===== src/design/serial_bus_pkg.sv =====
// ###################################################################
// serial register bus constants
// widths, memory size, master count and counter width
// ###################################################################
package serial_bus_pkg;

	// address bits sent first, then data bits
	localparam int ADDR_W = 12;
	localparam int DATA_W = 8;

	// one byte per address
	localparam int MEM_DEPTH = 4096;

	// clients sharing the bus
	localparam int N_MASTERS = 2;

	// holds a bit index up to ADDR_W + DATA_W
	localparam int ADDR_CNT_W = 5;

endpackage


===== src/design/bus_arbiter.sv =====
// ###################################################################
// round-robin arbiter for two master ports
// routes the granted master's lines to the slave and back
// ###################################################################
`timescale 1ns/1ps

module bus_arbiter import serial_bus_pkg::*;
(
	input  logic clk,
	input  logic rst_n,
	input  logic m0_bus_req, m1_bus_req,
	output logic m0_bus_gnt, m1_bus_gnt,
	// master side lines
	input  logic m0_read_en, m0_write_en, m0_master_valid, m0_master_ready,
	input  logic m0_rx_address, m0_rx_data,
	input  logic m1_read_en, m1_write_en, m1_master_valid, m1_master_ready,
	input  logic m1_rx_address, m1_rx_data,
	// routed to the slave
	output logic read_en, write_en, master_valid, master_ready, rx_address, rx_data,
	// slave responses and per-master copies
	input  logic slave_ready, slave_valid, tx_data,
	output logic m0_slave_ready, m0_slave_valid, m0_tx_data,
	output logic m1_slave_ready, m1_slave_valid, m1_tx_data
);

	logic [N_MASTERS-1:0] req_vec;
	logic [N_MASTERS-1:0] gnt;
	// index of the master granted most recently
	logic                 last_win;

	assign req_vec = {m1_bus_req, m0_bus_req};
	assign m0_bus_gnt = gnt[0];
	assign m1_bus_gnt = gnt[1];

	always_ff @(posedge clk or negedge rst_n)
	begin
		if (!rst_n)
		begin
			gnt <= '0;
			// m0 takes the first tie
			last_win <= 1'b1;
		end
		else if (gnt == '0)
		begin
			// on a tie the other master than last time wins
			if (req_vec[0] && (!req_vec[1] || last_win))
			begin
				gnt <= N_MASTERS'(1);
				last_win <= 1'b0;
			end
			else if (req_vec[1])
			begin
				gnt <= N_MASTERS'(2);
				last_win <= 1'b1;
			end
		end
		// holder let go, a new grant waits a cycle
		else if ((gnt & req_vec) == '0)
			gnt <= '0;
	end

	// all zero with no grant
	assign read_en = (gnt[0] & m0_read_en) | (gnt[1] & m1_read_en);
	assign write_en = (gnt[0] & m0_write_en) | (gnt[1] & m1_write_en);
	assign master_valid = (gnt[0] & m0_master_valid) | (gnt[1] & m1_master_valid);
	assign master_ready = (gnt[0] & m0_master_ready) | (gnt[1] & m1_master_ready);
	assign rx_address = (gnt[0] & m0_rx_address) | (gnt[1] & m1_rx_address);
	assign rx_data = (gnt[0] & m0_rx_data) | (gnt[1] & m1_rx_data);

	// losing master sees a busy, silent slave
	assign m0_slave_ready = gnt[0] & slave_ready;
	assign m0_slave_valid = gnt[0] & slave_valid;
	assign m0_tx_data = gnt[0] & tx_data;
	assign m1_slave_ready = gnt[1] & slave_ready;
	assign m1_slave_valid = gnt[1] & slave_valid;
	assign m1_tx_data = gnt[1] & tx_data;

endmodule


===== config.mk =====
export PLATFORM = sky130hd
export DESIGN_NAME = bus_arbiter
export DESIGN_NICKNAME = d
export VERILOG_FILES = /design/src/design/serial_bus_pkg.sv /design/src/design/bus_arbiter.sv
export SDC_FILE = /design/constraint.sdc
export NUM_CORES = 1
export LEC_CHECK = 0
export BUFFER_PORTS_ARGS = -buffer_cell sky130_fd_sc_hd__buf_2
export CAP_MARGIN = 30
export CORE_AREA = 2 2 39 41
export CTS_CLUSTER_DIAMETER = 60
export CTS_CLUSTER_SIZE = 16
export DETAILED_ROUTE_END_ITERATION = 16
export DIE_AREA = 0 0 41 43
export GPL_TIMING_DRIVEN = 0
export PLACE_DENSITY = 0.51
export SETUP_SLACK_MARGIN = 0.02
export SKIP_CTS_REPAIR_TIMING = 1
export SLEW_MARGIN = 25
export SYNTH_ARGS = -nofsm -noshare
export SYNTH_HDL_FRONTEND = slang
export SYNTH_SLANG_ARGS = --single-unit

===== constraint.sdc =====
create_clock -name clk -period 1.1 [get_ports clk]
set_clock_uncertainty 0.05 [all_clocks]
set_input_delay 0.11 -clock clk [delete_from_list [all_inputs] [get_ports clk]]
set_output_delay 0.11 -clock clk [all_outputs]
set_load 0.01 [all_outputs]

==> results.md <==
* Outcome: finished with violations
* Violated checks: setup timing
* Hold Crit Depth at 2
* Critical-path top delay cell: dfrtp_2
* Routed WL at 885 µm
* Warnings, synthesis at 0
* RSZ-0062 raised after global routing: true
* HPWL Detailed at 612.5 µm
* R2R cell count at 5
* Clock network power share at 15.9%
* Detailed-route DRC error count at 0
* Sw Share at 37.65%
* Initial Utilization at 18.90%
* Max FO, Critical Path at 6
* Die area at 1763 µm²
* FP Rows at 14
* Sequential Power Share at 20.6%
* Worst Hold Class: primary input to flop
* Dpl cells at 77
* Synth Area in Compound Gates at 36.36%
* DRT iter0 DRCs at 4
* Final hold viol count at 0
* Die H at 43 µm
* Library cells used by synthesis at 12
* CTS Root Cell: clkbuf_4
* Die Wd at 41 µm
* Psw at 0.4573 mW
* Detailed-route vias per instance at 4.195
* Port buffer count at 32
* Tcrit/Tclk final at 118.1%
* Post-synth ARST share at 100.0%
* H-tree Lvls at 1
* Antenna-violating nets left at 0
* CP endpoint kind: output port
* PD cells at 2216 nW/µm²
* Max-cap violation count at 0
* Initial DRT Pass Iterations at 3
* Routed length per instance at 10.17 µm
* Worst-Skew Late Latency at 0.23 ns
* Post-synthesis sequential area ratio at 29.19%
* Synth top cells by count: a22o_1 (6), and2_1 (6), a21oi_2 (3)
* Leakage power at 0.2972 nW
* Vias in the first global route at 296
* Utilization after layout at 39.60%
* Setup TNS at -1.864 ns
* CP required at 0.94 ns
* Inserted Diodes at 0
* Cell count after synthesis at 29
* Final RePlAce weighted congestion at 0.6821
* Post-Synth Simple-Gate Area at 24.40%
* Slack of the critical path at -0.1986 ns
* Number of flops mapped to enable cells by yosys at 0
* Clk pin slew, worst setup/hold paths at 0.04 ns
* Final Instance Count excl. Fillers at 87
* First-pass GRT wire length at 1.166 mm
* #FFs+latches synth at 3
* Total GRT Usage at 10.66%
* Synthesized cell area at 261.5 µm²
* Largest family of logic cells by synthesized area: compound AO/OA/AOI/OAI gates
* Core Area at 1384 µm²
* Cell-internal power at 0.7573 mW
* Fillers at 152
* Boundary Pins at 33
* Min-delay src: m0_bus_req
* Area delta synth->final at 109.6%
* Reg2Reg Capture Point: gnt[0]
* CTS Sinks at 3
* Synth area leaders: a22o_1 (20%), dfrtp_1 (19%), and2_1 (14%), dfstp_2 (10%), a21oi_2 (10%)
* Fmax at 770.0 MHz
* Clk buf depth at 2
* Startpoint Class: flop
* Top cell type's share of synthesized area at 20.10%
* Hold endpoint: last_win
* Max-slew violations at 0
* Largest net degree at the start of global routing at 11
* Initial antenna violation count at 0
* CP max stage delay at 0.44 ns
* Share of layout cells above drive strength 1 at 76.06%
* Xor/xnor cell area share of the yosys netlist at 0%
* Main synth FF type: dfrtp_1
* Critical path class: flop to output port
* Inserted Clock Buffers at 3
* Total gr overflow at 0
* CTS tree: built
* Crit path DAT at 1.14 ns
* Fraction of synthesized area in multiplexers at 0%
* Vias at 365
* Final #Nets at 91
* Max VDD drop at 0.6086 mV
* Syn nets at 48
* Relative slew margins at 88.91%
* RR Startpoint: gnt[1]
* Minimum clock period at 1.299 ns
* Cell taking the most area after synthesis: a22o_1
* Final setup fails at 13
* Avg Cell Area, Syn at 9.017 µm²
* Crit-path cells: buf_6, a22o_1, buf_2
* Logic pwr share at 63.5%
* Reg2reg setup slack at -0.04 ns
* Worst Tran Pin Value at 0.1664 ns
* Post-Synth Adder-Cell Area at 0%
## power by group through the flow
stage	Clock [mW]	Sequential [mW]	Combinational, mW
after detailed placement	0	0.237	0.615
final	0.193	0.250	0.772
after global routing	0.212	0.261	0.852
after global placement	0	0.239	0.616
after CTS	0.202	0.236	0.615
after floorplan	0	0.238	0.388
## cell families (layout without fill, tap and decap cells)
group | after synthesis | count (layout)
simple gates | 11 | 11
flops | 3 | 3
compound gates | 12 | 12
buf+inv | 3 | 45
## worst max-delay path, delay by kind of cell (launching register included)
family	cells	cell delay (ns)
AOI/OAI and AO/OA	1	0.20
DFF	1	0.44
buffers and inverters	2	0.27
## flip-flops by register name, indices dropped and copies added (netlist names)
register / flops
last_win: 1
gnt: 2
## how the worst max path moves through the flow
stage / startpoint / end / cells past startpoint
floorplan: gnt[0] / master_ready / 2
global placement: gnt[0] / master_ready / 3
detailed placement: gnt[0] / master_valid / 3
CTS: gnt[0] / master_valid / 3
global route: gnt[0] / master_ready / 3
finish: gnt[0] / master_valid / 3
## final cells by class
type | instances | area [µm²] | area share (%)
Tap cell | 16 | 20.02 | 3.653
Multi-Input combinational cell | 23 | 168.9 | 30.82
Sequential cell | 3 | 78.83 | 14.38
Inverter | 1 | 3.754 | 0.6849
Clock buffer | 4 | 26.28 | 4.795
Timing Repair Buffer | 38 | 227.7 | 41.55
Buffer | 2 | 22.52 | 4.110
## routing by layer
| layer | track usage (%) | vias up | wire length (µm) |
|---|---|---|---|
| li1 | - | 188 | - |
| met1 | 10.03 | 161 | 327 |
| met2 | 15.00 | 14 | 471 |
| met3 | 4.712 | 2 | 58 |
| met4 | 12.00 | 0 | 27 |
| met5 | 0 | - | 0 |
## placed cells by master (no fill, tap or decap), drive strengths merged
| cell type | synthesis | routed |
|---|---|---|
| nand2b | 1 | 1 |
| a21oi | 5 | 5 |
| inv | 1 | 1 |
| dlygate4sd3 | 0 | 1 |
| a31oi | 1 | 1 |
| a22o | 6 | 6 |
| and2 | 6 | 6 |
| buf | 2 | 39 |
| dfrtp | 2 | 2 |
| clkbuf | 0 | 4 |
| nor2 | 4 | 4 |
| dfstp | 1 | 1 |
## through the flow
step | hold slack, ns | cell area (µm²) | setup slack [ns] | power [mW]
after floorplan | -0.2356 | 261.5 | 0.1088 | 0.6261
after global placement | -0.1438 | 441.7 | 0.01961 | 0.8545
after detailed placement | -0.1413 | 441.7 | 0.01553 | 0.8520
after CTS | -0.3921 | 467.9 | -0.2366 | 1.053
after global routing | 0.06860 | 548.0 | -0.2324 | 1.326
final | 0.05304 | 548.0 | -0.1986 | 1.215
Note: power is estimated with default switching activity, not from simulation.
