[src/design/serial_bus_pkg.sv]
// ###################################################################
// serial register bus constants
// widths, memory size, master count and counter width
// ###################################################################
package serial_bus_pkg;

	// address bits sent first, then data bits
	localparam int ADDR_W = 12;
	localparam int DATA_W = 8;

	// one byte per address
	localparam int MEM_DEPTH = 4096;

	// clients sharing the bus
	localparam int N_MASTERS = 2;

	// holds a bit index up to ADDR_W + DATA_W
	localparam int ADDR_CNT_W = 5;

endpackage

[src/design/master_port.sv]
// ###################################################################
// master port of the serial register bus
// client req/ack in, bus request, serial address/data out, read data in
// ###################################################################
`timescale 1ns/1ps

module master_port import serial_bus_pkg::*;
(
	input  logic              clk,
	input  logic              rst_n,
	// client handshake
	input  logic              req,
	input  logic              we,
	input  logic [ADDR_W-1:0] addr,
	input  logic [DATA_W-1:0] wdata,
	output logic              ack,
	output logic [DATA_W-1:0] rdata,
	// arbiter handshake
	output logic              bus_req,
	input  logic              bus_gnt,
	// serial bus lines
	output logic              read_en,
	output logic              write_en,
	output logic              master_valid,
	output logic              master_ready,
	output logic              rx_address,
	output logic              rx_data,
	input  logic              slave_ready,
	input  logic              slave_valid,
	input  logic              tx_data
);

	typedef enum logic [2:0] {
		M_IDLE,
		M_BUS_REQ,
		M_SEND,
		M_WAIT,
		M_CLOSE
	} state_t;

	state_t                state;
	logic                  is_write;
	logic                  start;
	logic                  data_phase;
	logic [ADDR_CNT_W-1:0] bit_cnt;
	logic [ADDR_CNT_W-1:0] last_bit;
	logic [ADDR_W-1:0]     addr_sr;
	logic [DATA_W-1:0]     data_sr;
	logic [DATA_W-1:0]     rdata_sr;

	// new request only once the old grant is gone
	assign start = (state == M_IDLE) && req && !bus_gnt;

	// reads stop after the address, writes carry the data too
	assign last_bit = is_write ? ADDR_CNT_W'(ADDR_W + DATA_W - 1) : ADDR_CNT_W'(ADDR_W - 1);
	assign data_phase = (bit_cnt >= ADDR_CNT_W'(ADDR_W));

	// enables held from first bit to end of response
	assign read_en = ~is_write && (state == M_SEND || state == M_WAIT);
	assign write_en = is_write && (state == M_SEND || state == M_WAIT);
	assign master_valid = (state == M_SEND);
	// ready only while expecting read data
	assign master_ready = (state == M_WAIT) && ~is_write;

	// lsb first, lines quiet outside their phase
	assign rx_address = master_valid & ~data_phase & addr_sr[0];
	assign rx_data = master_valid & data_phase & data_sr[0];
	assign rdata = rdata_sr;

	always_ff @(posedge clk or negedge rst_n)
	begin
		if (!rst_n)
		begin
			state <= M_IDLE;
			is_write <= 1'b0;
			bit_cnt <= '0;
			bus_req <= 1'b0;
			ack <= 1'b0;
		end
		else
		begin
			case (state)
				M_IDLE:
				begin
					if (start)
					begin
						is_write <= we;
						bus_req <= 1'b1;
						state <= M_BUS_REQ;
					end
				end
				// wait for grant and an idle slave
				M_BUS_REQ:
				begin
					if (bus_gnt && slave_ready)
					begin
						bit_cnt <= '0;
						state <= M_SEND;
					end
				end
				M_SEND:
				begin
					bit_cnt <= bit_cnt + 1'b1;
					if (bit_cnt == last_bit)
						state <= M_WAIT;
				end
				// slave back to idle ends the transfer
				M_WAIT:
				begin
					if (slave_ready)
					begin
						ack <= 1'b1;
						state <= M_CLOSE;
					end
				end
				// client drops req, then ack and bus_req fall
				M_CLOSE:
				begin
					if (!req)
					begin
						ack <= 1'b0;
						bus_req <= 1'b0;
						state <= M_IDLE;
					end
				end
				default:
					state <= M_IDLE;
			endcase
		end
	end

	// address and data shifters, read data assembly
	always_ff @(posedge clk)
	begin
		if (start)
		begin
			addr_sr <= addr;
			data_sr <= wdata;
		end
		else if (master_valid && !data_phase)
			addr_sr <= addr_sr >> 1;
		else if (master_valid)
			data_sr <= data_sr >> 1;
		// read bits arrive lsb first
		if (slave_valid && master_ready)
			rdata_sr <= {tx_data, rdata_sr[DATA_W-1:1]};
	end

endmodule

[config.mk]
export PLATFORM = sky130hd
export DESIGN_NAME = master_port
export DESIGN_NICKNAME = d
export VERILOG_FILES = /design/src/design/serial_bus_pkg.sv /design/src/design/master_port.sv
export SDC_FILE = /design/constraint.sdc
export NUM_CORES = 1
export LEC_CHECK = 0
export ABC_CLOCK_PERIOD_IN_PS = 2300
export BUFFER_PORTS_ARGS = -buffer_cell sky130_fd_sc_hd__buf_2
export CELL_PAD_IN_SITES_DETAIL_PLACEMENT = 0
export CELL_PAD_IN_SITES_GLOBAL_PLACEMENT = 2
export CORE_MARGIN = 2
export CORE_UTILIZATION = 36
export DETAILED_ROUTE_END_ITERATION = 8
export PLACE_DENSITY = 0.89
export SYNTH_ARGS = -nofsm -noshare
export SYNTH_HDL_FRONTEND = slang
export SYNTH_SLANG_ARGS = --single-unit
[constraint.sdc]
create_clock -name clk -period 2.3 [get_ports clk]
set_input_delay 0.46 -clock clk [delete_from_list [all_inputs] [get_ports clk]]
set_output_delay 0.46 -clock clk [all_outputs]
set_load 0.02 [all_outputs]
==> run metrics, run 1 <==
status=finished, final reports clean; Peak VDD IR=0.0005730 V; worst endpoint required time=1840 ps; Power Total=2.313 mW; reg-to-reg slack, setup=400 ps; Row Count=25; Yosys reg bits=39; leakage=0.9165 nW; Num CTS Buffers=5; Post-CTS Hold Fix Bufs=0; chip height=75.24 um; GRT Total Usage=0.1306; Core Area=roughly 0.0048 mm^2; worst skew pair latency=290 ps; r2r worst-path depth=4; layout cells sized above 1=0.4471; Root Buffer=clkbuf_8; Layout area overhead=18.70%; synthesized area per cell=15.10 um^2; wire length of the first global-routing pass=5437 um; global placer's final weighted congestion=just over 0.8; number of I/O pins=44; die area=0.005660 mm^2; Initial DRT Pass Iterations=4; max-cap check violation count=0; r2r endpoint=addr_sr[10]; CTS tree=built; RSZ-0062 raised after global routing=false; Final #Nets=about 200; starting density of the core=0.3792; cell area after synthesis=0.001827 mm^2; DRC Markers=0; commonest non-fill, non-tap cell in the layout=buf_2; diode count=0; Most used DFF post-synth=edfxtp_1; Worst Tran Pin Value=482.1 ps; IO buf count=43; Finished Layout Cells=237; final setup violation count=0; syn nets=about 150; final WL=3304 um; post-layout min period=between 2000 and 2500 ps; register area share after synthesis=0.6110; multi-input logic area=630.6 um^2; Int Pwr=1.595 mW; vias in the first global route=roughly 1,100; Setup CP Type=flop to output pin; Vias/cell=4.831; Crit. End Element=output pin; critical path arrival=1620 ps; fmax=0.4806 GHz; power density cells=between 1000 and 1500 mW/mm^2; CTS Buffer Depth=2; Final Slew Violations=0; Final Skew=8.743 ps; Final Cycle Share=0.9048; slowest CP cell=dfrtp_1; worst rel slew slack=0.6786; net load switching power=717.7 uW; DR WL/cell=13.94 um; die width=75.24 um; post_cts resized=0; vias=1,145; register area=~0.0011 mm^2; setup bufs post-CTS=0; largest net degree at the start of global routing=14; Critical Path, Cell by Cell=nand2b_1, nor3_1, and2_1, buf_2; Comb power frac=0.301; Post-synth ARST share=0.2821; type of the worst min-delay path=primary input to async pin; sequential share of power=0.507; EDFF count, synth=28; Sw Share=0.3104; clock power share=0.192; FILL cells=482; slowest stage delay, CP=about 480 ps; CP startpoint kind=flop; clk sinks=39; clock-pin slew on the worst setup and hold paths=around 80 ps; initial DRC count=32; Max FO, Critical Path=9; reg-to-reg critical path startpoint=state[0]; commonest cells after routing, fill and taps aside=buf_2 (43), edfxtp_1 (28), mux2_4 (16), dfrtp_1 (11); Final ANT Viol Nets=0; H-tree Lvls=2; post-DP HPWL=2428 um; Syn Inst Count=121; antenna violations before repair=0; dpl cells=229; Fin. Hold Viols=0; YS warnings=0; GRT overflow=0; Setup TNS=0 ps; Cell variety after synth=36
[registers in the layout (all words and copies together) (netlist names)]
name	cells
is_write	1
data_sr	8
state	3
bit_cnt	5
rdata	8
ack	1
addr_sr	12
bus_req	1
[routing by layer]
| metal | part of all wire | track usage | vias up |
|---|---|---|---|
| met5 | 0 | 0 | - |
| met4 | 0.0048 | 0.03509 | 0 |
| met3 | 0.060 | 0.05087 | 2 |
| met2 | 0.48 | 0.2066 | 37 |
| met1 | 0.45 | 0.1690 | 561 |
| li1 | - | - | 545 |
[logic make-up after synthesis]
kind of cell	synth area share
flip-flops	0.6110
AND/OR/NAND/NOR	0.1048
multiplexers	0.1616
AO/OA/AOI/OAI	0.06507
buffers and inverters	0.04383
adder cells (fa/ha/maj)	0.01370
[worst max-delay path: cells and delay by family, from the launching register on]
family / cells / cell delay (ps)
buffers and inverters: 1 / 160
DFF: 1 / 480
and+or+nand+nor: 3 / 690
[stage by stage]
step | setup slack, ps | hold WS, ps | utilization | cell area (um^2)
5_1_grt | 63.54 | 39.60 | 0.4501 | 2168
4_1_cts | 193.8 | 26.91 | 0.4501 | 2168
3_3_place_gp | 307.2 | 341.4 | 0.4332 | 2087
2_1_floorplan | 499.9 | 164.4 | - | 1827
6_report | 219.1 | 32.91 | 0.4501 | 2168
3_5_place_dp | 295.1 | 343.9 | 0.4332 | 2087
[cell type report]
cell class / count / share of cell area
clock buffer: 7 / 0.03520
clock inverter: 1 / 0.002308
inverter: 5 / 0.008656
multi-input combinational: 72 / 0.2908
sequential: 39 / 0.5147
tap: 67 / 0.03866
timing repair buffer: 46 / 0.1096
[power by group through the flow]
stage	clock network, mW	registers, mW	logic (mW)
floorplan	0	1.13	0.597
global placement	0	1.17	0.673
detailed placement	0	1.18	0.707
CTS	0.457	1.17	0.707
global route	0.488	1.20	0.769
finish	0.444	1.17	0.696
[synthesized netlist by cell type, types with 2 or more instances]
cell type,n,share of area
a21o_1,2,0.0082
a21oi_1,4,0.011
and2_1,4,0.014
and3_1,2,0.0068
buf_6,2,0.012
dfrtp_1,11,0.15
edfxtp_1,28,0.46
ha_1,2,0.014
inv_1,5,0.010
mux2_2,4,0.025
mux2_4,16,0.13
nand2_1,3,0.0062
nand2b_1,2,0.0068
nand3_1,2,0.0055
nor2_1,5,0.010
nor3_1,2,0.0055
nor3b_1,2,0.0082
o21ai_0,4,0.011
o22ai_1,2,0.0068
o2bb2ai_1,2,0.0096
or2_2,2,0.0068
[how the worst max path moves through the flow]
stage               startpoint     endpoint  slack (ps)  depth (start not counted)
floorplan             state[0]   addr_sr[0]         500                          6
global placement       bus_gnt  addr_sr[10]         310                          5
detailed placement     bus_gnt  addr_sr[10]         300                          5
CTS                   state[0]      rx_data         190                          4
global route          state[0]      rx_data          60                          4
finish                state[0]      rx_data         220                          4
No activity file was read; power rests on OpenSTA's default activity.
==> run 2, diff against run 1 <==
--- a/config.mk
+++ b/config.mk
@@ -12,7 +12,7 @@
 export CORE_MARGIN = 2
 export CORE_UTILIZATION = 36
 export DETAILED_ROUTE_END_ITERATION = 8
-export PLACE_DENSITY = 0.89
+export PLACE_DENSITY = 0.87
 export SYNTH_ARGS = -nofsm -noshare
 export SYNTH_HDL_FRONTEND = slang
 export SYNTH_SLANG_ARGS = --single-unit
==> run metrics, run 2 (same netlist as run 1, synthesis figures left out) <==
H-tree Lvls=2 (unchanged); diode count=0 (unchanged); reg-to-reg critical path startpoint=state[0]; Fin. Hold Viols=0 (unchanged); Crit. End Element=output pin; Placed Area=0.002079 mm^2 (-0.36%); WHS=23.55 ps (-9.363 ps); register area=0.001116 mm^2 (unchanged); DR WL/cell=13.91 um (-0.21%); CTS tree=built; r2r endpoint=addr_sr[10]; chip height=75.24 um (unchanged); power density cells=1070 mW/mm^2 (+0.30%); status=finished, final reports clean; Setup CP Type=flop to output pin; antenna violations before repair=0 (unchanged); Final #Nets=198 (-0.50%); DRC Markers=0 (unchanged); GRT Total Usage=0.1306 (about the same); Critical Path Source=state[2]; multi-input logic area=636.9 um^2 (+0.99%); largest net degree at the start of global routing=14 (unchanged); critical path arrival=1620 ps (about the same); initial DRC count=43 (+34%); RSZ-0062 raised after global routing=false; reg-to-reg slack, setup=400 ps (about the same); final setup violation count=0 (unchanged); Peak VDD IR=0.0004576 V (-20%); CP startpoint kind=flop; fmax=0.4815 GHz (+0.20%); Final Skew=7.075 ps (-1.669 ps); Initial DRT Pass Iterations=4 (unchanged); Max FO, Critical Path=13 (+4); vias=1,115 (-2.6%); Setup TNS=0 ps (unchanged); die area=0.005660 mm^2 (unchanged); Root Buffer=clkbuf_8; r2r worst-path depth=4 (unchanged); Vias/cell=4.725 (-2.2%); worst rel slew slack=0.6795 (+0.0009300); clock-pin slew on the worst setup and hold paths=70 ps (about the same); commonest cells after routing, fill and taps aside=buf_2 (43), edfxtp_1 (28), mux2_4 (16), dfrtp_1 (11); final WL=3283 um (-0.64%); GRT overflow=0 (unchanged); Layout area overhead=18.84%; max reg flops=12 (unchanged); leakage=0.9100 nW (-0.71%); Core Area=0.004817 mm^2 (unchanged); layout cells sized above 1=0.4497 (+0.002645); post-layout min period=2077 ps (-4.095 ps); IO buf count=43 (unchanged); CP endpoint=rx_address; vias in the first global route=1,142 (+1.3%); Row Count=25 (unchanged); type of the worst min-delay path=primary input to async pin; Power Total=2.322 mW (+0.42%); die width=75.24 um (unchanged); post-DP HPWL=2427 um (about the same); Final ANT Viol Nets=0 (unchanged); number of I/O pins=44 (unchanged); worst endpoint required time=1840 ps (about the same); commonest non-fill, non-tap cell in the layout=buf_2; Num CTS Buffers=5 (unchanged); clk sinks=39 (unchanged); Final Cycle Share=0.9030 (-0.001780); FILL cells=461 (-4.4%); starting density of the core=0.3792 (unchanged); global placer's final weighted congestion=0.8298 (+0.96%); CTS Buffer Depth=2 (unchanged); max-cap check violation count=0 (unchanged); Worst Tran Pin Value=480.7 ps (-1.395 ps); fin area=0.002171 mm^2 (+0.12%); worst skew pair latency=300 ps (about the same); Final Slew Violations=0 (unchanged); wire length of the first global-routing pass=5292 um (-2.7%); Biggest register=addr_sr
## run 2: worst max-delay path: stages, from the launching register on
cell and delay (ps):
dfrtp_1 530, nor3b_4 390, and3_1 230, buf_2 170
## run 2: how the worst min path moves through the flow
stage	from	to	slack [ps]	cells after the start
finish	rst_n	ack	20	1
global route	rst_n	is_write	20	1
CTS	rst_n	ack	20	1
detailed placement	rst_n	ack	350	1
global placement	rst_n	ack	340	1
floorplan	rst_n	ack	160	0
## run 2: cell type report
cell class / instances / share of cell area
sequential: 39 / 0.5141
clock buffer: 6 / 0.03343
timing repair buffer: 45 / 0.1061
clock inverter: 2 / 0.005764
tap: 67 / 0.03862
multi-input combinational: 72 / 0.2934
inverter: 5 / 0.008646
## run 2: what timing repair did
item | CTS | global route
buffers inserted | 0 | 0
endpoints found under the hold margin | 0 | 0
setup endpoints to repair | 0 | 1
resized for setup | 0 | 1
hold buffers | 0 | 0
## run 2: metal layers
layer / vias to the layer above / wire length [um] / track usage
met2: 37 / 1585 / 0.1998
met3: 5 / 189 / 0.05489
met5: - / 0 / 0
met1: 528 / 1462 / 0.1602
met4: 0 / 45 / 0.06238
li1: 545 / - / -
## run 2: where the power goes
group	internal, mW	switching (mW)
clock	0.212	0.244
sequential	1.01	0.160
combinational	0.366	0.326
## run 2: stage by stage
stage,utilization,setup slack (ps),cells
finish,0.4506,223.1,236
global route,0.4506,80.56,236
CTS,0.4494,99.01,236
floorplan,-,499.9,121
global placement,0.4317,307.6,228
detailed placement,0.4317,291.7,228
