--- config.mk ---
export PLATFORM = sky130hd
export DESIGN_NAME = slave_port
export DESIGN_NICKNAME = d
export VERILOG_FILES = /design/src/design/serial_bus_pkg.sv /design/src/design/slave_port.sv
export SDC_FILE = /design/constraint.sdc
export NUM_CORES = 1
export LEC_CHECK = 0
export ABC_AREA = 1
export BUFFER_PORTS_ARGS = -buffer_cell sky130_fd_sc_hd__buf_2
export CAP_MARGIN = 5
export CORE_MARGIN = 3
export CORE_UTILIZATION = 59
export CTS_BUF_LIST = sky130_fd_sc_hd__clkbuf_4 sky130_fd_sc_hd__clkbuf_8
export DETAILED_ROUTE_END_ITERATION = 12
export PLACE_DENSITY = 0.91
export SKIP_CTS_REPAIR_TIMING = 1
export SYNTH_ARGS = -nofsm -noshare
export SYNTH_HDL_FRONTEND = slang
export SYNTH_SLANG_ARGS = --single-unit
export TNS_END_PERCENT = 5
--- constraint.sdc ---
create_clock -name clk -period 5.9 [get_ports clk]
set_clock_uncertainty 0.05 [all_clocks]
set_input_delay 0.59 -clock clk [delete_from_list [all_inputs] [get_ports clk]]
set_output_delay 0.59 -clock clk [all_outputs]
set_load 0.05 [all_outputs]
--- src/design/serial_bus_pkg.sv ---
// ###################################################################
// serial register bus constants
// widths, memory size, master count and counter width
// ###################################################################
package serial_bus_pkg;

	// address bits sent first, then data bits
	localparam int ADDR_W = 12;
	localparam int DATA_W = 8;

	// one byte per address
	localparam int MEM_DEPTH = 4096;

	// clients sharing the bus
	localparam int N_MASTERS = 2;

	// holds a bit index up to ADDR_W + DATA_W
	localparam int ADDR_CNT_W = 5;

endpackage

--- src/design/slave_port.sv ---
// ###################################################################
// slave port of the serial register bus
// deserialises address/data, strobes the memory, returns read data
// ###################################################################
`timescale 1ns/1ps

module slave_port import serial_bus_pkg::*;
(
	input  logic              clk,
	input  logic              rst_n,
	input  logic              read_en,
	input  logic              write_en,
	input  logic              master_valid,
	input  logic              master_ready,
	input  logic              rx_address,
	input  logic              rx_data,
	output logic              slave_ready,
	output logic              slave_valid,
	output logic              tx_data,
	// memory side
	output logic [ADDR_W-1:0] mem_addr,
	output logic [DATA_W-1:0] mem_wdata,
	output logic              mem_re,
	output logic              mem_we,
	input  logic [DATA_W-1:0] mem_rdata
);

	typedef enum logic [2:0] {
		S_IDLE,
		S_RX,
		S_STROBE,
		S_LOAD,
		S_TX
	} state_t;

	state_t                state;
	logic                  is_write;
	logic                  rx_start;
	logic                  rx_done;
	logic [ADDR_CNT_W-1:0] rx_cnt;
	logic [ADDR_CNT_W-1:0] rx_last;
	logic [ADDR_CNT_W-1:0] tx_cnt;
	logic [ADDR_W-1:0]     addr_sr;
	logic [DATA_W-1:0]     data_sr;
	logic [DATA_W-1:0]     tx_sr;

	// first address bit seen while idle
	assign rx_start = (state == S_IDLE) && master_valid && (read_en || write_en);
	assign rx_last = is_write ? ADDR_CNT_W'(ADDR_W + DATA_W - 1) : ADDR_CNT_W'(ADDR_W - 1);

	// one cycle after the last received bit
	assign rx_done = (state == S_STROBE);
	assign mem_we = rx_done & is_write;
	assign mem_re = rx_done & ~is_write;
	assign mem_addr = addr_sr;
	assign mem_wdata = data_sr;

	assign slave_ready = (state == S_IDLE);
	assign slave_valid = (state == S_TX);
	assign tx_data = slave_valid & tx_sr[0];

	always_ff @(posedge clk or negedge rst_n)
	begin
		if (!rst_n)
		begin
			state <= S_IDLE;
			is_write <= 1'b0;
			rx_cnt <= '0;
			tx_cnt <= '0;
		end
		else
		begin
			case (state)
				S_IDLE:
				begin
					// bit 0 taken here
					if (rx_start)
					begin
						is_write <= write_en;
						rx_cnt <= ADDR_CNT_W'(1);
						state <= S_RX;
					end
				end
				// gaps in master_valid just stall the count
				S_RX:
				begin
					if (master_valid)
					begin
						rx_cnt <= rx_cnt + 1'b1;
						if (rx_cnt == rx_last)
							state <= S_STROBE;
					end
				end
				S_STROBE:
					state <= is_write ? S_IDLE : S_LOAD;
				// memory data valid this cycle
				S_LOAD:
				begin
					tx_cnt <= '0;
					state <= S_TX;
				end
				// advance only when the master takes the bit
				S_TX:
				begin
					if (master_ready)
					begin
						tx_cnt <= tx_cnt + 1'b1;
						if (tx_cnt == ADDR_CNT_W'(DATA_W - 1))
							state <= S_IDLE;
					end
				end
				default:
					state <= S_IDLE;
			endcase
		end
	end

	// receive and transmit shifters, lsb first
	always_ff @(posedge clk)
	begin
		if (rx_start)
			addr_sr <= {rx_address, addr_sr[ADDR_W-1:1]};
		else if (state == S_RX && master_valid && rx_cnt < ADDR_CNT_W'(ADDR_W))
			addr_sr <= {rx_address, addr_sr[ADDR_W-1:1]};
		else if (state == S_RX && master_valid)
			data_sr <= {rx_data, data_sr[DATA_W-1:1]};
		if (state == S_LOAD)
			tx_sr <= mem_rdata;
		else if (slave_valid && master_ready)
			tx_sr <= tx_sr >> 1;
	end

endmodule

==> results of run 1 <==
worst min path at each step:
stage,start,end,slack [ps],cells after the start
3_3_place_gp,mem_wdata[5]$_DFFE_PP_,mem_wdata[4]$_DFFE_PP_,380,0
3_5_place_dp,mem_addr[3]$_DFFE_PP_,mem_addr[2]$_DFFE_PP_,390,0
6_report,rst_n,tx_cnt[3]$_DFFE_PN0P_,60,1
4_1_cts,rst_n,rx_cnt[4]$_DFFE_PN0P_,60,1
2_1_floorplan,rst_n,is_write$_DFFE_PN0P_,240,0
5_1_grt,rst_n,tx_cnt[3]$_DFFE_PN0P_,50,1
report_power, final:
group | total [W] | internal [W] | switching, W
clock | 0.000135 | 0.0000443 | 0.0000911
combinational | 0.000412 | 0.000104 | 0.000308
sequential | 0.000464 | 0.000413 | 0.0000506
final cells by class:
class	instances	share of cell area, %
Clock buffer	5	1.778
Timing Repair Buffer	40	9.484
Clock inverter	3	0.7706
Tap cell	31	1.838
Sequential cell	42	56.43
Multi-Input combinational cell	91	25.79
Inverter	22	3.912
critical path, stage by stage, from the launching register on:
cell     delay [ps]
dfrtp_1         490
nor3_4          370
inv_1           120
nor2_1           90
buf_2           260
synthesized netlist by cell type (all sizes together):
cell type,n
nand2,30
edfxtp,28
nor2,23
inv,22
nand3,15
dfrtp,14
mux2,7
o21ai,5
a21oi,3
ha,2
nand4,2
buf,1
nor3,1
o211ai,1
o31ai,1
xor2,1
sequential cells by signal, indices dropped and copies added, names as in the netlist:
name       flops
is_write       1
mem_addr      12
mem_wdata      8
rx_cnt         5
state          3
tx_cnt         5
tx_sr          8
cell families after synthesis:
kind of cell | count (synthesis) | share of synthesized area (%)
flip-flops | 42 | 65.30
buffers and inverters | 23 | 5.144
AND/OR/NAND/NOR | 71 | 18.93
XOR/XNOR | 1 | 0.4802
AO/OA/AOI/OAI | 10 | 3.635
multiplexers | 7 | 5.144
adder cells (fa/ha/maj) | 2 | 1.372
metrics by stage:
stage | power, W | area, µm²
after global placement | 0.0008549 | 2057
after detailed placement | 0.0008819 | 2057
after global routing | 0.001071 | 2111
final | 0.001011 | 2111
after floorplan | 0.0007869 | 1824
after CTS | 0.001018 | 2111
per-layer routing:
layer | part of all wire [%] | global-route usage [%] | wire, µm | vias up
met5 | 0 | 0 | 0 | -
met4 | 1.1 | 7.879 | 37 | 0
met3 | 4.6 | 5.870 | 158 | 4
met2 | 55 | 36.62 | 1907 | 36
met1 | 39 | 23.37 | 1348 | 608
li1 | - | - | - | 611
==> reports/qor.yml, run 1 <==
run_status:
  status: "completed"
cells_and_area:
  final_util_pct: 73.99
  syn2layout_area_growth_pct: 15.71
  n_antenna_cell: 0
  fillers: 197
  ff_latch_area_um2: 1191
  nets: 220
  drive_above_1_share_pct: 32.02
  stdcell_count: 234
  layout_common_cells: "40 x buf_2, 28 x nand2_1, 28 x edfxtp_1"
  layout_commonest_cell: "buf_2"
  multiInputGateArea_um2: 544.3
clocking:
  numCtsBuffers: 5
  clockBufferDepth: 2
  cts.htree.levels: 2
  clk_latency_ps: 350
  clkTransAtPathRegs_ps: 120
  cts-root-buf: "clkbuf_4"
  cts_tree: "yes"
  cts_sinks: 42
worst_setup_path:
  r2r_end: "mem_addr[0]$_DFFE_PP_"
  critPathCapture: "tx_data"
  reg2reg_setup_slack_ps: 3640
  crit_path_end_kind: "primary output"
  cp_max_fo: 6
  startpoint_type: "flop"
  r2r_cells: 5
  criticalPathCategory: "reg -> out"
  worstPathArrival_ps: 1680
  cp.required_ps: 5260
  startpoint: "state[1]$_DFFE_PN0P_"
  reg2reg_from: "state[1]$_DFFE_PN0P_"
synthesis:
  yosysSeqAreaShare_pct: 65.29
  yosysWarnings: 0
  postSynthCellCount: 156
  synth_top_cell_by_area: "edfxtp_1"
  syn_avg_cell_area_um2: 11.69
  yosys.area.top_type_share_pct: 46.09
  synth.area.top_cells: "edfxtp_1 46%, dfrtp_1 19%, nand2_1 5.8%"
  synth_nets: 174
  ys_ff_latch: 42
  syn_area_um2: 1824
  yosysUniqueCellTypes: 23
routing:
  remaining_drc_errors: 0
  drt_iter0_drc: 39
  ant_nets: 0
  via_count: 1259
  wl_per_cell_um: 14.75
  drt_first_pass_iters: 4
  drt_wl_total_mm: 3.451
  viasPerCell: 5.380
grt:
  grt-ovfl-total: 0
  antenna_found_initial: 0
  grt_usage_pct: 20.62
  grt_pass1_vias: 1230
  grt_max_degree: 15
  grt_pass1_wl_mm: 5.464
timing:
  slew_viol_final: 0
  hold_ws_ps: 59.61
  setup-violations-final: 0
  fmax_mhz: 431.7
  tightest_slew_ps: 1031
  slew_headroom_pct: 30.88
  grt_setup_unrepaired: "false"
  period_share_pct: 39.27
  period_minus_slack_ps: 2317
  setup_slack_ps: 3583
  fin_setup_tns_ps: 0
  finalHoldViolCount: 0
floorplanning:
  row_count: 19
  pin_count: 41
  start_util_pct: 63.95
  dieHeight_um: 61.61
  die_w_um: 61.61
  core_um2: 2853
  dieArea_um2: 3795
hold_path:
  min_path_type: "in -> async"
placement:
  place_ws_ps: 3575
  place_congestion: 0.8317
  dp.cells: 226
  hpwl_mm: 2.582
  numPortBuffers: 40
power_and_ir_drop:
  p_per_area_nw_per_um2: 479.1
  vdd_drop_max_mv: 0.2957
  p_leak_nw: 1.006
job:
  maxCapViolCount: 0
Note: power is estimated with default switching activity, not from simulation.
==> run 2: changes to the inputs <==
- ABC_AREA: 1 -> 0
- CORE_UTILIZATION: 59 -> 55
- PLACE_DENSITY: 0.91 -> 0.86
- clock period: 5.9 -> 2.45 ns (I/O delays scaled with it)
==> reports/qor.yml, run 2 <==
grt:
  grt_usage_pct: 17.83  # was 20.62%
  antenna_found_initial: 0  # unchanged
  grt.met1_usage_pct: 21.75  # was 23.37%
  grt_pass1_vias: 1147  # was 1230
  grt-ovfl-total: 0  # unchanged
  grt_use_met2_pct: 29.17  # was 36.62%
  grt_pass1_wl_mm: 5.451  # was 5.464 mm
  grt_max_degree: 16  # was 15
  grtUsageMet3_pct: 6.835  # was 5.870%
  top_usage_layer: "met2"  # unchanged
synthesis:
  synth_top_cell_by_area: "edfxtp_1"  # unchanged
  synth_edf_count: 28  # unchanged
  ys.flop_type: "edfxtp_1"  # unchanged
  postSynthCellCount: 134  # was 156
  ys_ff_latch: 42  # unchanged
  async_reset_ff_share_pct: 33.33  # unchanged
  syn_area_um2: 1748  # was 1824 µm²
  yosysSeqAreaShare_pct: 68.15  # was 65.29%
  post-synth-top-count-cell: "nand2_1"
  synth.area.top_cells: "edfxtp_1 48%, dfrtp_1 20%, nand2_1 6.4%"  # was edfxtp_1 46%, dfrtp_1 19%, nand2_1 5.8%
  yosysUniqueCellTypes: 35  # was 23
  synth_nets: 152  # was 174
  syn_avg_cell_area_um2: 13.04  # was 11.69 µm²
  yosysWarnings: 0  # unchanged
  yosys.area.top_type_share_pct: 48.10  # was 46.09%
  synthTopCellsByCount: "30 x nand2_1, 28 x edfxtp_1, 14 x dfrtp_1"  # was 28 x edfxtp_1, 28 x nand2_1, 21 x inv_1
clocking:
  cts_tree: "yes"  # unchanged
  clk_latency_ps: 350  # about the same
  numCtsBuffers: 5  # unchanged
  cts-root-buf: "clkbuf_4"  # unchanged
  clkTransAtPathRegs_ps: 120  # about the same
  clockBufferDepth: 2  # unchanged
  cts_sinks: 42  # unchanged
  cts.htree.levels: 2  # unchanged
power_and_ir_drop:
  p_leak_nw: 0.9328  # was 1.006 nW
  p_per_area_nw_per_um2: 1161  # was 479.1 nW/µm²
  pwr-share-clk_pct: 18.5  # was 13.4%
  internal_power_w: 0.001424  # was 0.0005617 W
  power_frac_comb_pct: 34.2  # was 40.7%
  seqPwrFrac_pct: 47.2  # was 45.9%
  switching_power_w: 0.0009955  # was 0.0004496 W
  swShare_pct: 41.14  # was 44.46%
  vdd_drop_max_mv: 0.8771  # was 0.2957 mV
timing:
  setup-violations-final: 0  # unchanged
  fmax_mhz: 464.8
  period_share_pct: 87.82
  grt_setup_unrepaired: "false"  # unchanged
  hold_ws_ps: 100.1  # was 59.61 ps
  fin_setup_tns_ps: 0  # unchanged
  slew_headroom_pct: 65.79  # was 30.88%
  slew_viol_final: 0  # unchanged
  period_minus_slack_ps: 2152
  finalHoldViolCount: 0  # unchanged
  tightest_slew_ps: 511.9  # was 1031 ps
cells_and_area:
  drive_above_1_share_pct: 30.94  # was 32.02%
  final_util_pct: 71.87  # was 73.99%
  layout_commonest_cell: "buf_2"  # unchanged
  largest_register_ffs: 12  # unchanged
  fin_area_um2: 2085  # was 2111 µm²
  nets: 198  # was 220
  stdcell_count: 223  # was 234
  n_antenna_cell: 0  # unchanged
  layout_common_cells: "40 x buf_2, 30 x nand2_1, 28 x edfxtp_1"  # was 40 x buf_2, 28 x nand2_1, 28 x edfxtp_1
  syn2layout_area_growth_pct: 19.26  # was 15.71%
floorplanning:
  dieHeight_um: 62.38  # was 61.61 µm
  dieArea_um2: 3891  # was 3795 µm²
  row_count: 19  # unchanged
  pin_count: 41  # unchanged
  die_w_um: 62.38  # was 61.61 µm
  start_util_pct: 60.27  # was 63.95%
  core_um2: 2900  # was 2853 µm²
routing:
  drt_iter0_drc: 80  # was 39
  remaining_drc_errors: 0  # unchanged
  via_count: 1191  # was 1259
  drt_first_pass_iters: 5  # was 4
  wl_per_cell_um: 14.58  # was 14.75 µm
  viasPerCell: 5.341  # was 5.380
  ant_nets: 0  # unchanged
  drt_wl_total_mm: 3.252  # was 3.451 mm
placement:
  hpwl_mm: 2.328  # was 2.582 mm
  detailed_place.area_um2: 1972  # was 2057 µm²
  place_congestion: 0.8303  # was 0.8317
  numPortBuffers: 40  # unchanged
  dp.cells: 212  # was 226
worst_setup_path:
  startpoint_type: "flop"  # unchanged
  worstPathArrival_ps: 2100  # was 1680 ps
  cp_max_fo: 15  # was 6
  r2r_cells: 3  # was 5
  crit_path_end_kind: "flop"  # was primary output
  cp.required_ps: 2400  # was 5260 ps
  criticalPathCategory: "reg -> reg"  # was reg -> out
hold_path:
  min_path_type: "in -> reg"  # was in -> async
  holdPathStages: 3
run_status:
  status: "completed"  # unchanged
job:
  maxCapViolCount: 0  # unchanged
## run 2: cell types whose count changed after synthesis, moves of 3 or more
cell     change
inv_1       -19
nand3_1     -10
nor2_1      -10
mux2_4       -4
xor2_1       +4
mux2_2       -3
nor2_2       -3
nor3_1       +3
## run 2: critical path: stages, from the launching register on
cell	delay [ps]
dfrtp_1	550
nor3_2	440
o211ai_1	290
nand2_1	470
## run 2: stage by stage
stage | power (W) | worst slack, ps
finish | 0.002420 | 298.5
global route | 0.002546 | 195.1
CTS | 0.002431 | 308.9
detailed placement | 0.001989 | 346.8
global placement | 0.001948 | 548.4
floorplan | 0.001789 | 34.00
## run 2: metal layers
metal  vias to the layer above  part of all wire, %
met2                        37                   50
met1                       574                   42
met5                         -                    0
met3                         5                  6.2
met4                         0                  1.6
li1                        575                    -
## run 2: power groups by stage
| stage | Combinational, W | Sequential, W | Clock [W] |
|---|---|---|---|
| global route | 0.000888 | 0.00117 | 0.000488 |
| global placement | 0.000807 | 0.00114 | 0 |
| finish | 0.000828 | 0.00114 | 0.000448 |
| detailed placement | 0.000831 | 0.00116 | 0 |
| CTS | 0.000831 | 0.00114 | 0.000457 |
| floorplan | 0.000314 | 0.00148 | 0 |
## run 2: cell type report
type	count	area (µm²)
clock buffer	6	45.04
inverter	2	7.507
sequential	42	1191
clock inverter	2	37.54
timing repair buffer	44	237.7
fill	238	815.8
tap	42	52.55
multi-input combinational	85	513.0
## run 2: path summary, 6_finish.rpt
check                           slack, ps                endpoint              startpoint
worst max register to register        300   mem_addr[8]$_DFFE_PP_    state[2]$_DFFE_PN0P_
worst min register to register        410  mem_wdata[3]$_DFFE_PP_  mem_wdata[4]$_DFFE_PP_
max in group asynchronous            1840   tx_cnt[2]$_DFFE_PN0P_                   rst_n
worst max-delay path                  300   mem_addr[8]$_DFFE_PP_    state[2]$_DFFE_PN0P_
min in group asynchronous             250   tx_cnt[1]$_DFFE_PN0P_                   rst_n
worst min-delay path                  100      tx_sr[4]$_DFFE_PP_            mem_rdata[4]
## run 2: cell families after synthesis
kind of cell / share of synthesized area (%)
AO/OA/AOI/OAI: 5.870
XOR/XNOR: 3.006
adder cells (fa/ha/maj): 1.431
buffers and inverters: 2.505
flip-flops: 68.15
AND/OR/NAND/NOR: 19.04
